[src/source/cam_fb_consts.svh]
`ifndef CAM_FB_CONSTS_SVH
`define CAM_FB_CONSTS_SVH

// --------------------
// Camera and frame buffer
// --------------------
`define CAM_BYTE_W        8          // One camera byte
`define FB_WORD_W         32         // Four bytes per buffer word
`define FB_BANK_WORDS     512        // Words per bank
`define FB_ADDR_W         10         // Word index, top bit is the bank

// --------------------
// QSPI SRAM
// --------------------
`define QSPI_BURST_WORDS  128        // Words per burst
`define QSPI_BURST_BYTES  512        // SRAM address step per burst
`define QSPI_CMD_WRITE    8'h38      // Quad write
`define QSPI_START_ADDR   24'h000004 // First burst lands here
`define QSPI_ADDR_W       24

// Host status register
`define STATUS_MODE_WRITE 2'b10      // Mode field value, drain to SRAM
`define STATUS_VSYNC_BIT  8

`endif
[src/source/cam_fb_pkg.sv]
package cam_fb_pkg;

`include "cam_fb_consts.svh"

	typedef logic [`CAM_BYTE_W-1:0]  cam_byte_t;  // Camera pixel byte
	typedef logic [`FB_WORD_W-1:0]   fb_word_t;   // Packed word, also the bus width
	typedef logic [`FB_ADDR_W-1:0]   fb_addr_t;   // Word index over both banks
	typedef logic [`QSPI_ADDR_W-1:0] qspi_addr_t; // SRAM byte address

	// Bytes held so far in the current word
	typedef enum logic [1:0] {
		EMPTY,
		HAVE1,
		HAVE2,
		HAVE3
	} packer_state_e;

	// Writer phases of one burst and the gaps between bursts
	typedef enum logic [2:0] {
		IDLE,
		WAIT_BANK,
		CMD,
		ADDR,
		DATA,
		CE_GAP,
		NEXT
	} qspi_state_e;

endpackage

[src/source/wb_status_regs.sv]
`timescale 1ns/1ps
`include "cam_fb_consts.svh"

module wb_status_regs (
	input  logic                 WBs_CLK_i,
	input  logic                 WBs_RST_i,
	input  logic                 wbs_status_cyc_i,
	input  logic                 wbs_stb_i,
	input  logic                 wbs_we_i,
	input  cam_fb_pkg::fb_word_t wbs_dat_i,
	input  logic                 cam_vsync_i,
	input  logic                 cam_bank_i,
	output logic                 wbs_ack_o,
	output cam_fb_pkg::fb_word_t wbs_status_dat_o,
	output logic                 drain_en_o
);

	logic       wr_dcd; // Host write to the mode register
	logic [1:0] mode;   // Only the mode field is kept

	assign wr_dcd = wbs_status_cyc_i & wbs_stb_i & wbs_we_i & ~wbs_ack_o;

	// --------------------
	// Acknowledge and mode register
	// --------------------
	always_ff @(posedge WBs_CLK_i or posedge WBs_RST_i) begin
		if (WBs_RST_i) begin
			wbs_ack_o <= 1'b0;
			mode      <= 2'b00;                                     // Drain off after reset
		end else begin
			wbs_ack_o <= wbs_status_cyc_i & wbs_stb_i & ~wbs_ack_o; // One cycle, then drops
			if (wr_dcd)
				mode <= wbs_dat_i[1:0];                           // Same edge as the ack
		end
	end

	// Status word, live view of the camera side
	always_comb begin
		wbs_status_dat_o                    = '0;
		wbs_status_dat_o[`STATUS_VSYNC_BIT] = cam_vsync_i;
		wbs_status_dat_o[0]                 = cam_bank_i;   // Bank being filled now
	end

	assign drain_en_o = (mode == `STATUS_MODE_WRITE);     // Level to the QSPI writer

endmodule

[config.mk]
export PLATFORM = sky130hd
export DESIGN_NAME = wb_status_regs
export DESIGN_NICKNAME = d
export VERILOG_FILES = /design/src/source/cam_fb_pkg.sv /design/src/source/wb_status_regs.sv
export VERILOG_INCLUDE_DIRS = /design/src /design/src/source
export SDC_FILE = /design/constraint.sdc
export NUM_CORES = 1
export LEC_CHECK = 0
export BUFFER_PORTS_ARGS = -buffer_cell sky130_fd_sc_hd__buf_2
export CORE_MARGIN = 8
export CORE_UTILIZATION = 22
export DETAILED_ROUTE_END_ITERATION = 10
export PLACE_DENSITY = 0.73
export SETUP_SLACK_MARGIN = 0.3
export SLEW_MARGIN = 20
export SYNTH_ARGS = -nofsm -noshare
export SYNTH_HDL_FRONTEND = slang
export SYNTH_SLANG_ARGS = --single-unit
[constraint.sdc]
create_clock -name WBs_CLK_i -period 0.86 [get_ports WBs_CLK_i]
set_input_delay 0.129 -clock WBs_CLK_i [delete_from_list [all_inputs] [get_ports WBs_CLK_i]]
set_output_delay 0.129 -clock WBs_CLK_i [all_outputs]
set_load 0.03 [all_outputs]
==> results.toml <==
[pwr]
powerDensity_nw_per_um2 = 1870
p_leak_uw = 0.000260
irDropWorstVdd_mv = 0.728

[placed_design]
port_buffers = 8
dp_hpwl_um = 586
placed_cell_area_um2 = 337
dp_cells = 66
gp_congestion = 0.633

[yosys]
ys_ff_latch = 3
synth_top_area_frac = 0.615
synth_top_cell_by_area = "buf_4"
ys.flop_type = "dfrtp_1"
synth_common_cells = "buf_4, dfrtp_1, mux2_4"
yosysWarnings = 0
synth_area_leaders = "buf_4, dfrtp_1, mux2_4"
synthArstFlopShare = 1.00
netlist_area_um2 = 390
seq_area_frac_synth = 0.192
yosysUniqueCellTypes = 9
avgSynthCellArea_um2 = 9.08
synth_most_common_cell = "buf_4"
synthCells = 43
synth_edf_count = 0

[die]
rows = 15
fp.dieArea_um2 = 3380
die_w_um = 58.1
fp.dieH_um = 58.1
start_util = 0.231
io_pins = 73
coreArea_um2 = 1690

[timing]
worst_clock_skew_ps = 0.750
setup_tns_ps = -594
finalHoldViolations = 0
fin_crit_ps = 1010
period_share = 1.18
slew_viol_final = 0
fmax_mhz = 985
setup_slack_ps = -155
setup_viol = 4
hold_ws_ps = 128
rsz0062_at_grt = "yes"

[grt]
grt_pass1_wl_mm = 1.00
grt_pass1_vias = 240
antenna_found_initial = 0
grt_remaining_overflow = 0
grt_use_total = 0.0391
grt_max_degree = 4

[route]
vias = 211
drt_first_iter_violations = 0
dr.pass1.iters = 1
drt-total-wl_um = 670
wl_per_cell_um = 9.05
drc = 0
ant_nets = 0
viasPerCell = 2.85

[flow_run]
cap_violations = 0

[clock_network]
cts_made_buffers = 3
cts.reportedPaths.clkPinSlew_ps = 40
h-tree-depth = 1
clockBufferDepth = 2
worstSkewPairLatency_ps = 230
cts-root-buf = "clkbuf_4"
cts_tree = "done"
clock_sinks = 3

[worst_setup_path]
cp_max_fo = 2
reg2reg_slack_ps = -150
endpoint = "mode[1]$_DFFE_PP0P_"
worst_r2r_path_depth = 2
cp.required_ps = 970
cp-start-kind = "flop"
cp.arrival_ps = 1130
r2r_start = "wbs_ack_o$_DFF_PP0_"
crit_start = "wbs_ack_o$_DFF_PP0_"
r2r-end = "mode[1]$_DFFE_PP0P_"
critPathCaptureType = "flop"
crit_type = "reg -> reg"

[finish]
drive_above_1_share = 0.368
nFillCells = 197
final_cells = 74
areaGrowthSynthToFinish_pct = 7.05
antenna_cells = 0
final_area_um2 = 418
postLayoutCoreUtil = 0.247
nNetsFinal = 97

[status]
status = "complete, but fails checks"
violations = "setup timing"

[worst_hold_path]
hold_class = "in -> reg"
min_path_cells = 2
## routing by layer
| metal | track usage | up-vias | part of all wire |
|---|---|---|---|
| met5 | 0 | - | 0 |
| met4 | 0.0315 | 0 | 0 |
| li1 | - | 96 | - |
| met3 | 0.0375 | 0 | 0.26 |
| met2 | 0.0685 | 26 | 0.47 |
| met1 | 0.0224 | 89 | 0.27 |
## where the power goes
part / switching (uW) / internal [uW] / total, uW / leakage, uW
combinational: 241 / 117 / 358 / 0.000210
sequential: 17.1 / 165 / 183 / 0.0000355
clock: 69.1 / 174 / 243 / 0.0000150
total: 327 / 456 / 783 / 0.000260
## worst max-delay path: stages, from the launching register on
cell and delay (ps):
dfrtp_2 400, nand4b_4 190, mux2_4 310
## repair_timing
action,in CTS,in global routing
hold buffers,1,0
hold endpoints to repair,3,0
pin swaps,0,1
setup endpoints to repair,5,5
buffers inserted,2,1
resized for setup,5,2
## area by class of cell
class / count / area (um^2) / share of cell area
multi-input combinational: 36 / 190 / 0.455
tap: 17 / 21.3 / 0.0509
sequential: 3 / 76.3 / 0.183
timing repair buffer: 13 / 100 / 0.240
inverter: 1 / 3.75 / 0.00898
clock buffer: 4 / 26.3 / 0.0629
## registers in the layout, summed over array words and instances, names as in the netlist
name and cells:
mode 2, wbs_ack_o 1
## how the worst min path moves through the flow
stage | start | end | slack (ps)
finish | wbs_dat_i[0] | mode[0]$_DFFE_PP0P_ | 130
global route | wbs_dat_i[0] | mode[0]$_DFFE_PP0P_ | 130
global placement | WBs_RST_i | mode[0]$_DFFE_PP0P_ | -6
CTS | wbs_dat_i[0] | mode[0]$_DFFE_PP0P_ | 120
floorplan | WBs_RST_i | mode[0]$_DFFE_PP0P_ | -120
detailed placement | WBs_RST_i | mode[1]$_DFFE_PP0P_ | -4
## layout by cell type (no fill, tap or decap), drive strengths merged
cell type and count:
buf 12, clkbuf 4, conb 30, dfrtp 3, dlygate4sd3 1, inv 1
mux2 2, nand2 1, nand4b 1, nor2 1, nor2b 1
## metrics by stage
step / setup WS (ps) / total power [uW]
after detailed placement: -140 / 480
after floorplan: -224 / 561
after CTS: -164 / 786
final: -155 / 783
after global placement: -130 / 476
after global routing: -197 / 830
## logic make-up (layout without fill, tap and decap cells)
| group | Yosys count | count (layout) | share of synthesized area |
|---|---|---|---|
| buffers and inverters | 33 | 18 | 0.625 |
| flip-flops | 3 | 3 | 0.192 |
| multiplexers | 2 | 2 | 0.0769 |
| other | 1 | 30 | 0.00961 |
| AND/OR/NAND/NOR | 4 | 4 | 0.0961 |
(Power assumes the default switching activity.)
