==> config.mk <==
export PLATFORM = sky130hd
export DESIGN_NAME = qspi_burst_writer
export DESIGN_NICKNAME = d
export VERILOG_FILES = /design/src/source/cam_fb_pkg.sv /design/src/source/qspi_burst_writer.sv
export VERILOG_INCLUDE_DIRS = /design/src /design/src/source
export SDC_FILE = /design/constraint.sdc
export NUM_CORES = 1
export LEC_CHECK = 0
export ABC_AREA = 1
export BUFFER_PORTS_ARGS = -buffer_cell sky130_fd_sc_hd__buf_2
export CAP_MARGIN = 5
export CORE_MARGIN = 2
export CORE_UTILIZATION = 58
export CTS_CLUSTER_DIAMETER = 200
export CTS_CLUSTER_SIZE = 25
export DETAILED_ROUTE_END_ITERATION = 6
export PLACE_DENSITY = 0.78
export SYNTH_ARGS = -nofsm -noshare
export SYNTH_HDL_FRONTEND = slang
export SYNTH_SLANG_ARGS = --single-unit
==> constraint.sdc <==
create_clock -name WBs_CLK_i -period 2.5 [get_ports WBs_CLK_i]
set_clock_uncertainty 0.05 [all_clocks]
set_input_delay 0 -clock WBs_CLK_i [delete_from_list [all_inputs] [get_ports WBs_CLK_i]]
set_output_delay 0 -clock WBs_CLK_i [all_outputs]
set_load 0.01 [all_outputs]
==> src/source/cam_fb_consts.svh <==
`ifndef CAM_FB_CONSTS_SVH
`define CAM_FB_CONSTS_SVH

// --------------------
// Camera and frame buffer
// --------------------
`define CAM_BYTE_W        8          // One camera byte
`define FB_WORD_W         32         // Four bytes per buffer word
`define FB_BANK_WORDS     512        // Words per bank
`define FB_ADDR_W         10         // Word index, top bit is the bank

// --------------------
// QSPI SRAM
// --------------------
`define QSPI_BURST_WORDS  128        // Words per burst
`define QSPI_BURST_BYTES  512        // SRAM address step per burst
`define QSPI_CMD_WRITE    8'h38      // Quad write
`define QSPI_START_ADDR   24'h000004 // First burst lands here
`define QSPI_ADDR_W       24

// Host status register
`define STATUS_MODE_WRITE 2'b10      // Mode field value, drain to SRAM
`define STATUS_VSYNC_BIT  8

`endif
==> src/source/cam_fb_pkg.sv <==
package cam_fb_pkg;

`include "cam_fb_consts.svh"

	typedef logic [`CAM_BYTE_W-1:0]  cam_byte_t;  // Camera pixel byte
	typedef logic [`FB_WORD_W-1:0]   fb_word_t;   // Packed word, also the bus width
	typedef logic [`FB_ADDR_W-1:0]   fb_addr_t;   // Word index over both banks
	typedef logic [`QSPI_ADDR_W-1:0] qspi_addr_t; // SRAM byte address

	// Bytes held so far in the current word
	typedef enum logic [1:0] {
		EMPTY,
		HAVE1,
		HAVE2,
		HAVE3
	} packer_state_e;

	// Writer phases of one burst and the gaps between bursts
	typedef enum logic [2:0] {
		IDLE,
		WAIT_BANK,
		CMD,
		ADDR,
		DATA,
		CE_GAP,
		NEXT
	} qspi_state_e;

endpackage

==> src/source/qspi_burst_writer.sv <==
`timescale 1ns/1ps
`include "cam_fb_consts.svh"

module qspi_burst_writer (
	input  logic                 WBs_CLK_i,
	input  logic                 WBs_RST_i,
	input  logic                 drain_en_i,
	input  logic                 cam_bank_i,
	output logic                 fb_rd_en_o,
	output cam_fb_pkg::fb_addr_t fb_rd_addr_o,
	input  cam_fb_pkg::fb_word_t fb_rd_data_i,
	output logic                 qspi_ce_n_o,
	output logic [3:0]           qspi_dat_o
);

	localparam int word_cnt_w = $clog2(`QSPI_BURST_WORDS);
	localparam logic [word_cnt_w-1:0] last_word = word_cnt_w'(`QSPI_BURST_WORDS - 1);
	localparam logic [7:0] cmd_byte = `QSPI_CMD_WRITE;

	cam_fb_pkg::qspi_state_e state;
	logic [2:0]              step;       // Bit or nibble now on the pins
	logic [word_cnt_w-1:0]   word_cnt;   // Word within the burst
	cam_fb_pkg::fb_addr_t    rd_ptr;     // Next buffer word to fetch
	cam_fb_pkg::qspi_addr_t  burst_addr; // SRAM address of the current burst
	cam_fb_pkg::fb_word_t    data_sr;    // Remaining nibbles of the word
	logic                    mid_bank;   // Bank not yet fully drained
	logic                    launch;     // Drop CE and send the command
	logic                    load_word;  // Fetched word goes out next

	assign mid_bank = (rd_ptr[`FB_ADDR_W-2:0] != '0);

	// New bank only while the camera fills the other one
	assign launch = ((state == cam_fb_pkg::NEXT) && mid_bank) ||
		((state == cam_fb_pkg::WAIT_BANK) && drain_en_i &&
		(cam_bank_i != rd_ptr[`FB_ADDR_W-1]));

	assign load_word = ((state == cam_fb_pkg::ADDR) && (step == 3'd5)) ||
		((state == cam_fb_pkg::DATA) && (step == 3'd7));

	// Prefetch two cycles ahead of the first nibble of a word
	assign fb_rd_en_o = ((state == cam_fb_pkg::ADDR) && (step == 3'd4)) ||
		((state == cam_fb_pkg::DATA) && (step == 3'd6) && (word_cnt != last_word));
	assign fb_rd_addr_o = rd_ptr;

	// --------------------
	// Burst sequencer
	// --------------------
	always_ff @(posedge WBs_CLK_i or posedge WBs_RST_i) begin
		if (WBs_RST_i) begin
			state       <= cam_fb_pkg::IDLE;
			step        <= '0;
			word_cnt    <= '0;
			rd_ptr      <= '0;
			burst_addr  <= `QSPI_START_ADDR;
			qspi_ce_n_o <= 1'b1;
			qspi_dat_o  <= 4'h0;
		end else if (launch) begin
			state       <= cam_fb_pkg::CMD;
			step        <= '0;
			word_cnt    <= '0;
			qspi_ce_n_o <= 1'b0;
			qspi_dat_o  <= {3'b000, cmd_byte[7]};               // Command MSB first, on DQ0
		end else begin
			if (fb_rd_en_o)
				rd_ptr <= rd_ptr + 1'b1;                        // Wraps over both banks
			case (state)
				cam_fb_pkg::IDLE: begin
					if (drain_en_i)
						state <= cam_fb_pkg::WAIT_BANK;
				end
				cam_fb_pkg::WAIT_BANK: begin
					if (!drain_en_i)
						state <= cam_fb_pkg::IDLE;              // Host stopped the drain
				end
				cam_fb_pkg::CMD: begin
					if (step == 3'd7) begin
						qspi_dat_o <= burst_addr[`QSPI_ADDR_W-1 -: 4];
						step       <= '0;
						state      <= cam_fb_pkg::ADDR;
					end else begin
						qspi_dat_o <= {3'b000, cmd_byte[3'd6 - step]};
						step       <= step + 1'b1;
					end
				end
				cam_fb_pkg::ADDR: begin
					if (step == 3'd5) begin
						qspi_dat_o <= fb_rd_data_i[`FB_WORD_W-1 -: 4];
						step       <= '0;
						state      <= cam_fb_pkg::DATA;
					end else begin
						qspi_dat_o <= burst_addr[4*(4-step) +: 4]; // Six nibbles, MSB first
						step       <= step + 1'b1;
					end
				end
				cam_fb_pkg::DATA: begin
					if (step == 3'd7 && word_cnt == last_word) begin
						qspi_ce_n_o <= 1'b1;                    // End of 1038-cycle burst
						qspi_dat_o  <= 4'h0;
						state       <= cam_fb_pkg::CE_GAP;
					end else if (step == 3'd7) begin
						qspi_dat_o <= fb_rd_data_i[`FB_WORD_W-1 -: 4];
						step       <= '0;
						word_cnt   <= word_cnt + 1'b1;
					end else begin
						qspi_dat_o <= data_sr[`FB_WORD_W-1 -: 4];
						step       <= step + 1'b1;
					end
				end
				cam_fb_pkg::CE_GAP: begin
					burst_addr <= burst_addr + cam_fb_pkg::qspi_addr_t'(`QSPI_BURST_BYTES);
					state      <= cam_fb_pkg::NEXT;
				end
				cam_fb_pkg::NEXT: begin
					// Bank boundary here, otherwise launch took over
					state <= drain_en_i ? cam_fb_pkg::WAIT_BANK : cam_fb_pkg::IDLE;
				end
				default: state <= cam_fb_pkg::IDLE;
			endcase
		end
	end

	// Nibble shifter for the word being sent
	always_ff @(posedge WBs_CLK_i) begin
		if (load_word)
			data_sr <= {fb_rd_data_i[`FB_WORD_W-5:0], 4'h0};
		else if (state == cam_fb_pkg::DATA)
			data_sr <= {data_sr[`FB_WORD_W-5:0], 4'h0};
	end

endmodule

==> results.yml <==
clock_tree:
  numClockSinks: 71
  cts_htree_levels: 3
  clk_pin_slew_ps: 90
  cts_setup_buffers: 0
  root_buffer: "clkbuf_8"
  cts_tree: "done"
  cts_buffers: 9
  clk_latency_ps: 350
  clockBufferDepth: 2
route:
  first_pass_iters: 7
  drt_iter0_markers: 276
  ant_nets: 0
  wl_per_cell_um: 13.3
  vias: 3581
  via_per_inst: 5.22
  drcViolationCount: 0
  totalWireLength_um: 9120
place:
  port_buffers: 51
  dp_hpwl_um: 6060
  dpl_cell_area_um2: 4420
  post-place-ws_ps: 454
  routabilityCongestion: 0.974
timing:
  maxClockFrequency_mhz: 471
  rsz0062_at_grt: "no"
  finalHoldViolations: 0
  final.setup.tns_ps: 0
  slew_viol_final: 0
  timing.hold.ws_ps: 79.1
  slew_headroom_pct: 32.3
  fin_ws_ps: 377
  min_period_ps: 2120
  tightest_slew_ps: 1010
  setup_violations: 0
  post-route-period-util_pct: 84.9
critical_path:
  worstRegToRegCells: 8
  slowest_delay_ps: 450
  crit_fanout: 11
  r2r_start: "step[1]"
  r2r_end: "state[0]"
  cp.required_ps: 2740
  crit_chain: "ha_1 -> ha_1 -> inv_1 -> nand4_1 -> nand3_1 -> a21boi_0 -> nand3_1 -> nand2_1"
  r2r_slack_ps: 380
  cpMaxStageDelayCell: "dfrtp_1"
  worst_setup_path_start_kind: "flop"
  crit_type: "reg2reg"
  worst_ep_arrival_time_ps: 2360
  cp-end-kind: "flop"
synth:
  synth.most_common_cell: "nand2_1"
  synth_area_per_cell_um2: 8.21
  async_flop_share_pct: 60.6
  yosys.area.top_type: "dfrtp_1"
  yosysWarnings: 0
  yosysTopAreaCellShare_pct: 25.6
  ys_top_cells_by_count: "185 x nand2_1, 46 x inv_1, 42 x dfrtp_1"
  synth_flop_cell: "dfrtp_1"
  yosys-top-cells-area: "dfrtp_1 26%, edfxtp_1 20%, nand2_1 17%"
  synth_edf_count: 28
  synth-seq-area-share_pct: 46.6
  ys_types: 40
  synth_seq_cells: 71
  synth_cells: 501
  syn_area_um2: 4110
  syn_nets: 548
cells_and_area:
  register_area_um2: 1920
  fin_area_um2: 4910
  nNetsFinal: 632
  multi_input_comb_area_um2: 1900
  layout-drive-gt1-share_pct: 17.1
  fillCellCount: 541
  diodes: 0
  syn2layout_area_growth_pct: 19.4
power:
  power_leakage_uw: 0.00243
  powerDensity_nw_per_um2: 823
  vdd_ir_drop_max_mv: 0.453
floorplan:
  start_util_pct: 60.2
  chipWidth_um: 88.2
  core_area_um2: 6830
  pin_count: 52
  fp.dieH_um: 88.2
  num_rows: 30
  die_area_um2: 7780
hold_path:
  hold_path_depth: 6
  hp-start: "drain_en_i"
  min-delay-path-class: "in2reg"
  whs_endpoint: "state[0]"
global_route:
  track_usage_pct: 24.3
  antenna_found_initial: 0
  grt_pass1_vias: 3262
  grt.overflow.total: 0
  grt_pass1_wl_um: 14700
  grt_max_degree: 29
run_status:
  status: "finished clean"
flow_run:
  drv_cap: 0
==> how the worst max path moves through the flow <==
stage	start	end
after floorplan	step[1]	data_sr[10]
after detailed placement	step[1]	state[0]
after CTS	step[1]	state[0]
after global placement	step[0]	qspi_dat_o[0]
final	step[1]	state[0]
after global routing	step[1]	state[1]
==> cell usage in the layout (no fill, tap or decap), drive strengths merged, types with 9 or more instances in the layout <==
cell / n
buf: 55
clkbuf: 9
dfrtp: 42
dlygate4sd3: 29
edfxtp: 28
ha: 11
inv: 51
nand2: 195
nand3: 39
nand4: 9
nor2: 40
nor3: 9
o21ai: 23
xor2: 17
==> critical path: cells and delay by family, from the launching register on <==
kind | cells | cell delay, ps
simple gates | 4 | 490
flops | 1 | 450
fa+ha+maj | 2 | 540
buf+inv | 1 | 270
compound gates | 1 | 260
==> area by class of cell <==
| cell class | count | share of cell area, % |
|---|---|---|
| Timing Repair Buffer | 84 | 11.7 |
| Sequential cell | 71 | 39.1 |
| Multi-Input combinational cell | 367 | 38.6 |
| Clock inverter | 7 | 1.48 |
| Clock buffer | 9 | 2.52 |
| Inverter | 52 | 4.13 |
| Tap cell | 96 | 2.45 |
==> through the flow <==
step	power [uW]	cells	util (%)
after floorplan	2730	501	-
after global placement	3010	641	64.8
after detailed placement	3060	641	64.8
after CTS	4020	686	71.9
after global routing	4320	686	71.9
final	4040	686	71.9
==> cells by family (layout without fill, tap and decap cells) <==
kind of cell    Yosys count  count (layout)  synth area share, %
flops                    71              71                 46.6
compound gates           39              39                 5.35
xor+xnor                 21              21                 4.47
fa+ha+maj                11              11                 3.35
buf+inv                  63             152                 7.21
simple gates            296             296                 33.0
==> power breakdown <==
part / internal, uW / total, uW / switching (uW)
Clock: 463 / 933 / 471
Combinational: 531 / 1460 / 929
Sequential: 1440 / 1650 / 206
Total: 2440 / 4040 / 1610
==> sequential cells by signal, indices dropped and copies added, names as in the netlist <==
name,cells
burst_addr,15
data_sr,28
fb_rd_addr_o,10
qspi_ce_n_o,1
qspi_dat_o,4
state,3
step,3
word_cnt,7
==> repair_timing <==
action,4_1_cts,5_1_grt
endpoints found under the hold margin,54,0
hold buffers,29,0
gates resized for setup,0,0
endpoints found under the setup margin,0,0
==> routing by layer <==
layer / GRT usage [%] / vias to the layer above / wire (um)
met5: 0 / - / 0
met4: 9.50 / 0 / 180
met3: 4.34 / 22 / 517
met2: 38.6 / 142 / 4310
met1: 33.3 / 1645 / 4110
li1: - / 1772 / -
Note: power is estimated with default switching activity, not from simulation.
