--- config.mk ---
export PLATFORM = sky130hd
export DESIGN_NAME = cam_word_packer
export DESIGN_NICKNAME = d
export VERILOG_FILES = /design/src/source/cam_fb_pkg.sv /design/src/source/cam_word_packer.sv
export VERILOG_INCLUDE_DIRS = /design/src /design/src/source
export SDC_FILE = /design/constraint.sdc
export NUM_CORES = 1
export LEC_CHECK = 0
export BUFFER_PORTS_ARGS = -buffer_cell sky130_fd_sc_hd__buf_2
export CAP_MARGIN = 20
export CORE_ASPECT_RATIO = 0.9
export CORE_MARGIN = 1.5
export CORE_UTILIZATION = 51
export CTS_CLUSTER_DIAMETER = 120
export DETAILED_ROUTE_END_ITERATION = 7
export MAX_ROUTING_LAYER = met4
export PLACE_DENSITY = 0.76
export RECOVER_POWER = 50
export SYNTH_ARGS = -nofsm -noshare
export SYNTH_HDL_FRONTEND = slang
export SYNTH_SLANG_ARGS = --single-unit
--- constraint.sdc ---
create_clock -name WBs_CLK_i -period 2.3 [get_ports WBs_CLK_i]
set_clock_uncertainty 0.2 [all_clocks]
set_input_delay 0.23 -clock WBs_CLK_i [delete_from_list [all_inputs] [get_ports WBs_CLK_i]]
set_output_delay 0.23 -clock WBs_CLK_i [all_outputs]
set_load 0.01 [all_outputs]
--- src/source/cam_fb_consts.svh ---
`ifndef CAM_FB_CONSTS_SVH
`define CAM_FB_CONSTS_SVH

// --------------------
// Camera and frame buffer
// --------------------
`define CAM_BYTE_W        8          // One camera byte
`define FB_WORD_W         32         // Four bytes per buffer word
`define FB_BANK_WORDS     512        // Words per bank
`define FB_ADDR_W         10         // Word index, top bit is the bank

// --------------------
// QSPI SRAM
// --------------------
`define QSPI_BURST_WORDS  128        // Words per burst
`define QSPI_BURST_BYTES  512        // SRAM address step per burst
`define QSPI_CMD_WRITE    8'h38      // Quad write
`define QSPI_START_ADDR   24'h000004 // First burst lands here
`define QSPI_ADDR_W       24

// Host status register
`define STATUS_MODE_WRITE 2'b10      // Mode field value, drain to SRAM
`define STATUS_VSYNC_BIT  8

`endif
--- src/source/cam_fb_pkg.sv ---
package cam_fb_pkg;

`include "cam_fb_consts.svh"

	typedef logic [`CAM_BYTE_W-1:0]  cam_byte_t;  // Camera pixel byte
	typedef logic [`FB_WORD_W-1:0]   fb_word_t;   // Packed word, also the bus width
	typedef logic [`FB_ADDR_W-1:0]   fb_addr_t;   // Word index over both banks
	typedef logic [`QSPI_ADDR_W-1:0] qspi_addr_t; // SRAM byte address

	// Bytes held so far in the current word
	typedef enum logic [1:0] {
		EMPTY,
		HAVE1,
		HAVE2,
		HAVE3
	} packer_state_e;

	// Writer phases of one burst and the gaps between bursts
	typedef enum logic [2:0] {
		IDLE,
		WAIT_BANK,
		CMD,
		ADDR,
		DATA,
		CE_GAP,
		NEXT
	} qspi_state_e;

endpackage

--- src/source/cam_word_packer.sv ---
`timescale 1ns/1ps
`include "cam_fb_consts.svh"

module cam_word_packer (
	input  logic                  WBs_CLK_i,
	input  logic                  WBs_RST_i,
	input  logic                  cam_href_i,
	input  logic                  cam_vsync_i,
	input  cam_fb_pkg::cam_byte_t cam_dat_i,
	output logic                  fb_wr_en_o,
	output cam_fb_pkg::fb_addr_t  fb_wr_addr_o,
	output cam_fb_pkg::fb_word_t  fb_wr_data_o,
	output logic                  cam_bank_o
);

	logic                      byte_vld; // Pixel byte on this cycle
	cam_fb_pkg::packer_state_e state;
	logic [3*`CAM_BYTE_W-1:0]  held;     // First three bytes, oldest on top
	cam_fb_pkg::fb_addr_t      word_idx; // Next word slot in the buffer

	assign byte_vld = cam_href_i & cam_vsync_i;

	// --------------------
	// Byte count and write strobe
	// --------------------
	always_ff @(posedge WBs_CLK_i or posedge WBs_RST_i) begin
		if (WBs_RST_i) begin
			state      <= cam_fb_pkg::EMPTY;
			fb_wr_en_o <= 1'b0;
			word_idx   <= '0;
		end else begin
			fb_wr_en_o <= 1'b0;                  // Strobe lasts one cycle
			if (fb_wr_en_o)
				word_idx <= word_idx + 1'b1;     // Wraps at two banks
			if (byte_vld) begin
				case (state)
					cam_fb_pkg::EMPTY: state <= cam_fb_pkg::HAVE1;
					cam_fb_pkg::HAVE1: state <= cam_fb_pkg::HAVE2;
					cam_fb_pkg::HAVE2: state <= cam_fb_pkg::HAVE3;
					cam_fb_pkg::HAVE3: begin
						state      <= cam_fb_pkg::EMPTY;
						fb_wr_en_o <= 1'b1;      // Word complete
					end
					default: state <= cam_fb_pkg::EMPTY;
				endcase
			end
		end
	end

	// Byte shifter, first byte ends up as the MSB
	always_ff @(posedge WBs_CLK_i) begin
		if (byte_vld) begin
			held <= {held[2*`CAM_BYTE_W-1:0], cam_dat_i};
			if (state == cam_fb_pkg::HAVE3)
				fb_wr_data_o <= {held, cam_dat_i};
		end
	end

	assign fb_wr_addr_o = word_idx;
	assign cam_bank_o   = word_idx[`FB_ADDR_W-1]; // Moves once the last word of a bank lands

endmodule

==> results of run 1 <==
[routing by layer]
layer,vias to the layer above,track usage (%),share of wire (%)
met1,594,19.0,39
met4,0,7.87,1.6
met5,-,-,0
met3,6,9.38,6.2
li1,558,-,-
met2,45,30.0,54
[how the worst max path moves through the flow]
stage / from / end / slack (ps) / cells past startpoint
detailed placement: state[1]$_DFFE_PP0P_ / fb_wr_data_o[31]$_DFFE_PP_ / 760 / 3
global route: state[0]$_DFFE_PP0P_ / state[1]$_DFFE_PP0P_ / 440 / 5
CTS: state[0]$_DFFE_PP0P_ / state[1]$_DFFE_PP0P_ / 550 / 5
global placement: state[1]$_DFFE_PP0P_ / fb_wr_data_o[31]$_DFFE_PP_ / 840 / 3
finish: state[0]$_DFFE_PP0P_ / state[1]$_DFFE_PP0P_ / 520 / 5
floorplan: state[1]$_DFFE_PP0P_ / fb_wr_data_o[0]$_DFFE_PP_ / 390 / 2
[registers in the layout, indices dropped and copies added, names as in the netlist]
| signal | flops |
|---|---|
| fb_wr_en_o | 1 |
| fb_wr_addr_o | 10 |
| fb_wr_data_o | 32 |
| held | 24 |
| state | 2 |
[timing repair]
action	4_1_cts	5_1_grt
endpoints found under the hold margin	30	0
gates resized for setup	0	0
hold buffers	11	0
setup endpoints to repair	0	0
[per-stage QoR]
stage / instance area, um2 / power (mW) / worst slack, ps / hold slack [ps] / cells
after floorplan: 2290 / 1.72 / 387 / -93.0 / 108
after global placement: 2660 / 1.83 / 837 / 56.3 / 225
after detailed placement: 2660 / 1.86 / 760 / 72.8 / 225
after CTS: 2980 / 2.87 / 545 / 10.1 / 252
after global routing: 2950 / 2.95 / 436 / 33.2 / 252
final: 2950 / 2.82 / 523 / 27.6 / 252
[power breakdown]
part / switching [mW] / internal (mW) / total [mW]
Sequential: 0.0868 / 1.47 / 1.56
Clock: 0.459 / 0.515 / 0.974
Combinational: 0.168 / 0.122 / 0.290
[area by class of cell]
type                    instances  share of cell area [%]
well taps                      60                    2.55
clock buffers                   9                    4.20
flip-flops and latches         69                    68.1
multi-input cells              34                    8.70
inverters                       4                   0.509
repair buffers                 69                    13.2
clock inverters                 7                    2.76
[cells in the final DEF, fill, tap and decap left out, drive strengths merged]
| cell type | instances |
|---|---|
| clkinv | 2 |
| mux2 | 1 |
| o21ai | 1 |
| nor4 | 1 |
| nor2 | 2 |
| nand4 | 3 |
| dfrtp | 13 |
| dlygate4sd3 | 11 |
| bufinv | 1 |
| clkinvlp | 1 |
| nand3 | 1 |
| edfxtp | 56 |
| clkbuf | 31 |
| ha | 4 |
| nor3 | 3 |
| a21oi | 1 |
| xor2 | 6 |
| and3 | 1 |
| nand2 | 7 |
| inv | 7 |
| buf | 36 |
| xnor2 | 3 |
[worst max-delay path, delay by kind of cell, from the launching register on]
family / cells / cell delay (ps)
AO/OA/AOI/OAI: 1 / 90
buffers and inverters: 2 / 620
AND/OR/NAND/NOR: 1 / 80
flip-flops: 1 / 360
adder cells (fa/ha/maj): 1 / 290
[logic make-up (layout without fill, tap and decap cells)]
kind of cell / Yosys count / in the layout / synth area share [%]
adder cells (fa/ha/maj): 4 / 4 / 2.19
AO/OA/AOI/OAI: 2 / 2 / 0.437
flip-flops: 69 / 69 / 87.8
multiplexers: 1 / 1 / 0.493
XOR/XNOR: 9 / 9 / 3.45
buffers and inverters: 5 / 89 / 0.985
AND/OR/NAND/NOR: 18 / 18 / 4.65
[cells in the mapped netlist]
cell,number,area [um2]
nand2_1,7,26.3
nor4_2,1,12.5
inv_1,4,15.0
nand3_1,1,5.00
and3_1,1,6.26
o21ai_0,1,5.00
nand4_1,2,12.5
dfrtp_1,13,325
a21oi_1,1,5.00
ha_1,4,50.1
nor3_1,3,15.0
xnor2_1,3,26.3
nand4_4,1,21.3
buf_4,1,7.51
mux2_2,1,11.3
xor2_1,6,52.6
nor2_1,2,7.51
edfxtp_1,56,1680
==> qor.txt, run 1 <==
kind of critical path = flip-flop to flip-flop
global-route wire length before repair = 5940 um
Final Util = 70.5%
cells on worst reg2reg path = 5
DR iter-0 viols = 66
Synth Instances = 108
Die H = 66.5 um
ANT nets after route = 0
RSZ-0062 raised after global routing = false
hold path start = cam_href_i
register area = 2010 um2
startpoint class of the critical path = flip-flop
DIE AREA = 4890 um2
area of the multi-input gates = 256 um2
min Tclk post-route = 1780 ps
number of synthesized register bits = 69
Setup Viol. Count Final = 0
CTS Root Cell = clkbuf_8
Req. time, crit path = 2310 ps
Clock Latency Late Sink = 330 ps
status = completed
R2R setup slack = 520 ps
f_max = 563 MHz
average wire per standard cell = 15.2 um
Max Cap Viol = 0
Rows = 22
IO Port Bufs = 55
largest net degree at the start of global routing = 25
CTS tree = done
Min-Delay Endpoint = state[0]$_DFFE_PP0P_
Diodes inserted = 0
synth unique cells = 18
H-tree levels = 3
syn_area_per_cell = 21.2 um2
Hold Path Cell Cnt = 3
Rel. slew slack = 64.9%
PD cells = 958 nW/um2
Starting Density = 54.6%
final setup TNS = 0 ps
Least-Margin Pin Slew = 526 ps
final WL = 3830 um
Worst Path Arrival = 1790 ps
DP Wirelength = 2550 um
CP Cell Sequence = inv_1 > ha_1 > nand3_1 > dlygate4sd3_1 > o21ai_0
buffer count from post-CTS setup fixing = 0
mapped cell area = 2290 um2
initial antenna violation count = 0
Reg clk slew, reported paths = 70 ps
DR pass1 iterations = 4
GPL Wtd Cong = 0.702
Final #Nets = 203
crit end category = flip-flop
fin crit share = 77.3%
via count = 1,203
CP max FO = 3
Crit path largest cell delay = 550 ps
synth warn = 0
Max VDD drop = 0.000921 V
reg2reg end = state[1]$_DFFE_PP0P_
Clock Path Buffers = 2
Hold Crit Class = primary input to flip-flop
Die Width = 73.6 um
Leak = 1.17 nW
IO Pins = 56
Total Routing Usage GR = 18.5%
Post-route DRC = 0
P&R area growth vs syn = 29.0%
share of cells above drive strength 1 = 28.6%
Core ar. = 4180 um2
vias in the first global route = 1,257
final-report hold violation count = 0
clk sink count = 69
GRT overflow = 0
slowest CP cell = dlygate4sd3_1
Reg2Reg Launch Point = state[0]$_DFFE_PP0P_
proportion of synthesized chip area in sequential cells = 87.8%
Num CTS Buffers = 9
FILL cells = 289
Via density = 4.77
syn nets = 124
Final Max Slew Viols = 0
Power figures use the tool's default switching activity.
==> inputs of run 2 (changes only) <==
clock period = 1.7 ns   (was 2.3 ns; I/O delays follow)
==> run 2 against run 1 <==
Against the previous run: core utilization about the same; sequential share of layout area about the same; worst hold slack better by 170 ps; global-route usage down 1.9 points; routed wire length down 9.9%; combinational power up 30%; highest routed layer unchanged.
==> qor.txt, run 2 (synthesized netlist as in run 1, its figures left out) <==
status = completed
Least-Margin Pin Slew = 488 ps
Setup Viol. Count Final = 0
Leak = 1.16 nW
post-cts resize count = 0
P&R area growth vs syn = 29.0%
PD cells = 1290 nW/um2
fin crit share = 91.7%
IO Port Bufs = 55
CTS tree = done
largest net degree at the start of global routing = 21
share of cells above drive strength 1 = 27.6%
Clock Path Buffers = 2
H-tree levels = 3
Post-route DRC = 0
average wire per standard cell = 13.7 um
Starting Density = 54.6%
Rel. slew slack = 67.4%
Max Cap Viol = 0
IO Pins = 56
CP max FO = 18
fin area = 2950 um2
RSZ-0062 raised after global routing = false
clk sink count = 69
DR iter-0 viols = 73
Req. time, crit path = 1540 ps
min Tclk post-route = 1560 ps
buffer count from post-CTS setup fixing = 0
Largest register FFs = 32
f_max = 641 MHz
Clock Latency Late Sink = 330 ps
Diodes inserted = 0
cells on worst reg2reg path = 3
Max VDD drop = 0.000880 V
initial antenna violation count = 0
Power Internal = 2.85 mW
Reg with most FFs = fb_wr_data_o
switch share = 24.9%
clock share of power = 34.5%
vias in the first global route = 1,227
final-report hold violation count = 0
CTS Root Cell = clkbuf_8
ANT nets after route = 0
DP Wirelength = 2440 um
dpl cell area = 2670 um2
most frequent cells in the layout = edfxtp_1 (56), buf_2 (29), clkbuf_1 (25)
Reg clk slew, reported paths = 70 ps
register share of total power = 55.6%
crit end category = flip-flop
Worst Path Arrival = 1400 ps
final WL = 3450 um
global-route wire length before repair = 5400 um
NetSw = 0.944 mW
Hold Crit Class = primary input to asynchronous set/reset pin
Die H = 66.5 um
kind of critical path = primary input to flip-flop
commonest non-fill, non-tap cell in the layout = edfxtp_1
DIE AREA = 4890 um2
Rows = 22
via count = 1,167
Final #Nets = 203
final setup TNS = 0 ps
Die Width = 73.6 um
logic gate share of total power = 9.9%
Final Max Slew Viols = 0
Total Routing Usage GR = 16.6%
Via density = 4.63
Core ar. = 4180 um2
DR pass1 iterations = 4
GRT overflow = 0
GPL Wtd Cong = 0.810
Num CTS Buffers = 9
startpoint class of the critical path = primary input
[run 2: power groups by stage]
stage	Sequential, mW	Combinational [mW]	Clock, mW
final	2.11	0.376	1.31
after global routing	2.12	0.430	1.41
after CTS	2.11	0.393	1.34
after detailed placement	2.14	0.373	0
after global placement	2.13	0.349	0
after floorplan	2.17	0.153	0
[run 2: path summary, 6_finish.rpt]
check / startpoint / to / slack, ps
max in group asynchronous: WBs_RST_i / fb_wr_addr_o[9]$_DFFE_PP0P_ / 770
min reg2reg: held[16]$_DFFE_PP_ / fb_wr_data_o[24]$_DFFE_PP_ / 230
min in group WBs_CLK_i: held[16]$_DFFE_PP_ / fb_wr_data_o[24]$_DFFE_PP_ / 230
max reg2reg: state[1]$_DFFE_PP0P_ / fb_wr_data_o[26]$_DFFE_PP_ / 210
min: WBs_RST_i / fb_wr_addr_o[0]$_DFFE_PP0P_ / 190
max: cam_vsync_i / held[8]$_DFFE_PP_ / 140
[run 2: layout make-up]
class | count | area, um2
clock buffers | 9 | 124
clock inverters | 7 | 80.1
fillers | 293 | 1240
inverters | 4 | 15.0
multi-input cells | 34 | 258
flip-flops and latches | 69 | 2010
well taps | 60 | 75.1
repair buffers | 69 | 389
[run 2: routing by layer]
metal,share of wire [%],global-route usage (%),up-vias
li1,-,-,556
met5,0,-,-
met3,5.3,6.66,11
met2,53,26.8,38
met1,38,16.9,562
met4,3.7,10.2,0
[run 2: critical path: stages]
cell and delay [ps]:
dlygate4sd3_1 520, buf_2 130, nand2_1 90, inv_1 280
buf_12 210
[run 2: timing repair]
| action | 4_1_cts | 5_1_grt |
|---|---|---|
| endpoints found under the setup margin | 0 | 0 |
| hold endpoints to repair | 31 | 0 |
| hold buffers | 11 | 0 |
[run 2: metrics by stage]
stage	hold slack, ps	std cells	setup WS [ps]	total power [mW]	util (%)
final	194	252	140	3.79	70.5
after global routing	242	252	90.1	3.96	70.5
after CTS	204	252	166	3.84	71.2
after detailed placement	11.0	225	210	2.52	63.7
after global placement	1.22	225	270	2.48	63.7
after floorplan	-153	108	125	2.33	-
==> inputs of run 3 (changes only) <==
SETUP_SLACK_MARGIN = 0.5   (was unset)
==> run 3 against run 2 <==
Against the previous run: sequential power up 2%; critical path depth down 1; final cell count up 5.6%; maximum frequency up 7.7%; combinational power up 73%; critical path type unchanged; critical endpoint is now held[20]$_DFFE_PP_; highest routed layer unchanged.
==> qor.txt, run 3 (synthesized netlist as in run 1, its figures left out) <==
clk sink count = 69
Leak = 1.32 nW
ANT nets after route = 0
Clock Path Buffers = 2
Reg clk slew, reported paths = 80 ps
final-report hold violation count = 0
Req. time, crit path = 1560 ps
commonest non-fill, non-tap cell in the layout = edfxtp_1
Cell Count, Final, Fillers Out = 266
most used cell, CP = buf_2
fin area = 3210 um2
Starting Density = 54.6%
highest routed layer = met4
average wire per standard cell = 15.7 um
kind of critical path = primary input to flip-flop
RSZ-0062 raised after global routing = true
P&R area growth vs syn = 40.3%
fin crit share = 85.1%
global-route wire length before repair = 6470 um
Hold Slack = 37.1 ps
Largest register FFs = 32
Hold Crit Class = primary input to flip-flop
Post-route DRC = 0
Worst Path Arrival = 1310 ps
vias in the first global route = 1,340
crit end category = flip-flop
Core ar. = 4180 um2
Clock Latency Late Sink = 340 ps
CTS Root Cell = clkbuf_8
post-place setup slack = 139 ps
Num CTS Buffers = 9
Final #Nets = 217
DR iter-0 viols = 91
setup ws final = 252 ps
metal3 WL = 268 um
Diodes inserted = 0
DR pass1 iterations = 4
final WL = 4160 um
startpoint class of the critical path = primary input
Die H = 66.5 um
IO Pins = 56
total power = 4.22 mW
Least-Margin Pin Slew = 496 ps
Crit path largest cell delay = 440 ps
Final Util = 76.7%
CTS tree = done
largest net degree at the start of global routing = 15
Final Max Slew Viols = 0
GPL Wtd Cong = 0.743
Max Cap Viol = 0
Setup Viol. Count Final = 0
most frequent cells in the layout = edfxtp_1 (56), buf_2 (43), buf_4 (12)
via count = 1,277
initial antenna violation count = 0
Total Routing Usage GR = 19.9%
M1 WL = 1710 um
f_max = 691 MHz
slowest CP cell = clkinvlp_2
GRT overflow = 0
H-tree levels = 3
dpl cell area = 2700 um2
DR WL met2 = 2150 um
Reg with most FFs = fb_wr_data_o
final setup TNS = 0 ps
Die Width = 73.6 um
IO Port Bufs = 55
share of cells above drive strength 1 = 48.5%
Max VDD drop = 0.000920 V
PD cells = 1320 nW/um2
DP Wirelength = 2280 um
critical path buffer and inverter count = 3
cell family with most CP delay = buffers and inverters
Rel. slew slack = 66.8%
# placed instances = 223
status = completed
Via density = 4.80
CP max FO = 14
CP Cell Sequence = buf_2 > nand2_1 > clkinvlp_2 > buf_2
Rows = 22
min Tclk post-route = 1450 ps
DIE AREA = 4890 um2
run 3: cell count changes in the layout (fill, tap and decap cells not counted), sizes merged:
| cell | delta |
|---|---|
| buf | +29 |
| clkinvlp | +2 |
| inv | -4 |
| clkbuf | -18 |
| and3 | +4 |
| bufinv | +1 |
run 3: worst paths after layout:
| kind | start | end | slack (ps) | depth (start not counted) |
|---|---|---|---|---|
| min in group asynchronous | WBs_RST_i | state[1]$_DFFE_PP0P_ | 180 | 3 |
| max | cam_href_i | held[20]$_DFFE_PP_ | 250 | 4 |
| max in group asynchronous | WBs_RST_i | fb_wr_addr_o[4]$_DFFE_PP0P_ | 750 | 3 |
| max reg2reg | state[1]$_DFFE_PP0P_ | fb_wr_data_o[15]$_DFFE_PP_ | 300 | 2 |
| min reg2reg | held[20]$_DFFE_PP_ | fb_wr_data_o[28]$_DFFE_PP_ | 220 | 0 |
| min | cam_vsync_i | fb_wr_en_o$_DFF_PP0_ | 40 | 2 |
run 3: repair_timing:
item                                    4_1_cts  5_1_grt
hold buffers                                 11        0
hold endpoints to repair                     30        0
cloned                                        4        0
pin swaps                                     5        3
buffers inserted                              9        3
endpoints found under the setup margin       83       84
resized for setup                            13        4
run 3: layout make-up:
| class | instances | area (um2) |
|---|---|---|
| clock buffer | 10 | 128 |
| clock inverter | 6 | 87.6 |
| fill | 252 | 976 |
| inverter | 4 | 16.3 |
| multi-input combinational | 38 | 377 |
| sequential | 69 | 2010 |
| tap | 60 | 75.1 |
| timing repair buffer | 79 | 510 |
run 3: worst reg2reg max path: cells and delay by family (launching register included):
kind	cells	cell delay, ps
DFF	1	420
adders and majority gates	1	200
and+or+nand+nor	1	280
run 3: per-layer routing:
layer | GRT usage (%) | vias to the layer above
met5 | - | -
met2 | 29.3 | 60
met3 | 6.81 | 4
met4 | 11.8 | 0
met1 | 23.8 | 619
li1 | - | 594
run 3: power breakdown:
group          internal (mW)  switching (mW)
clock network          0.823           0.590
logic                  0.346           0.304
registers               2.00           0.158
total                   3.17            1.05
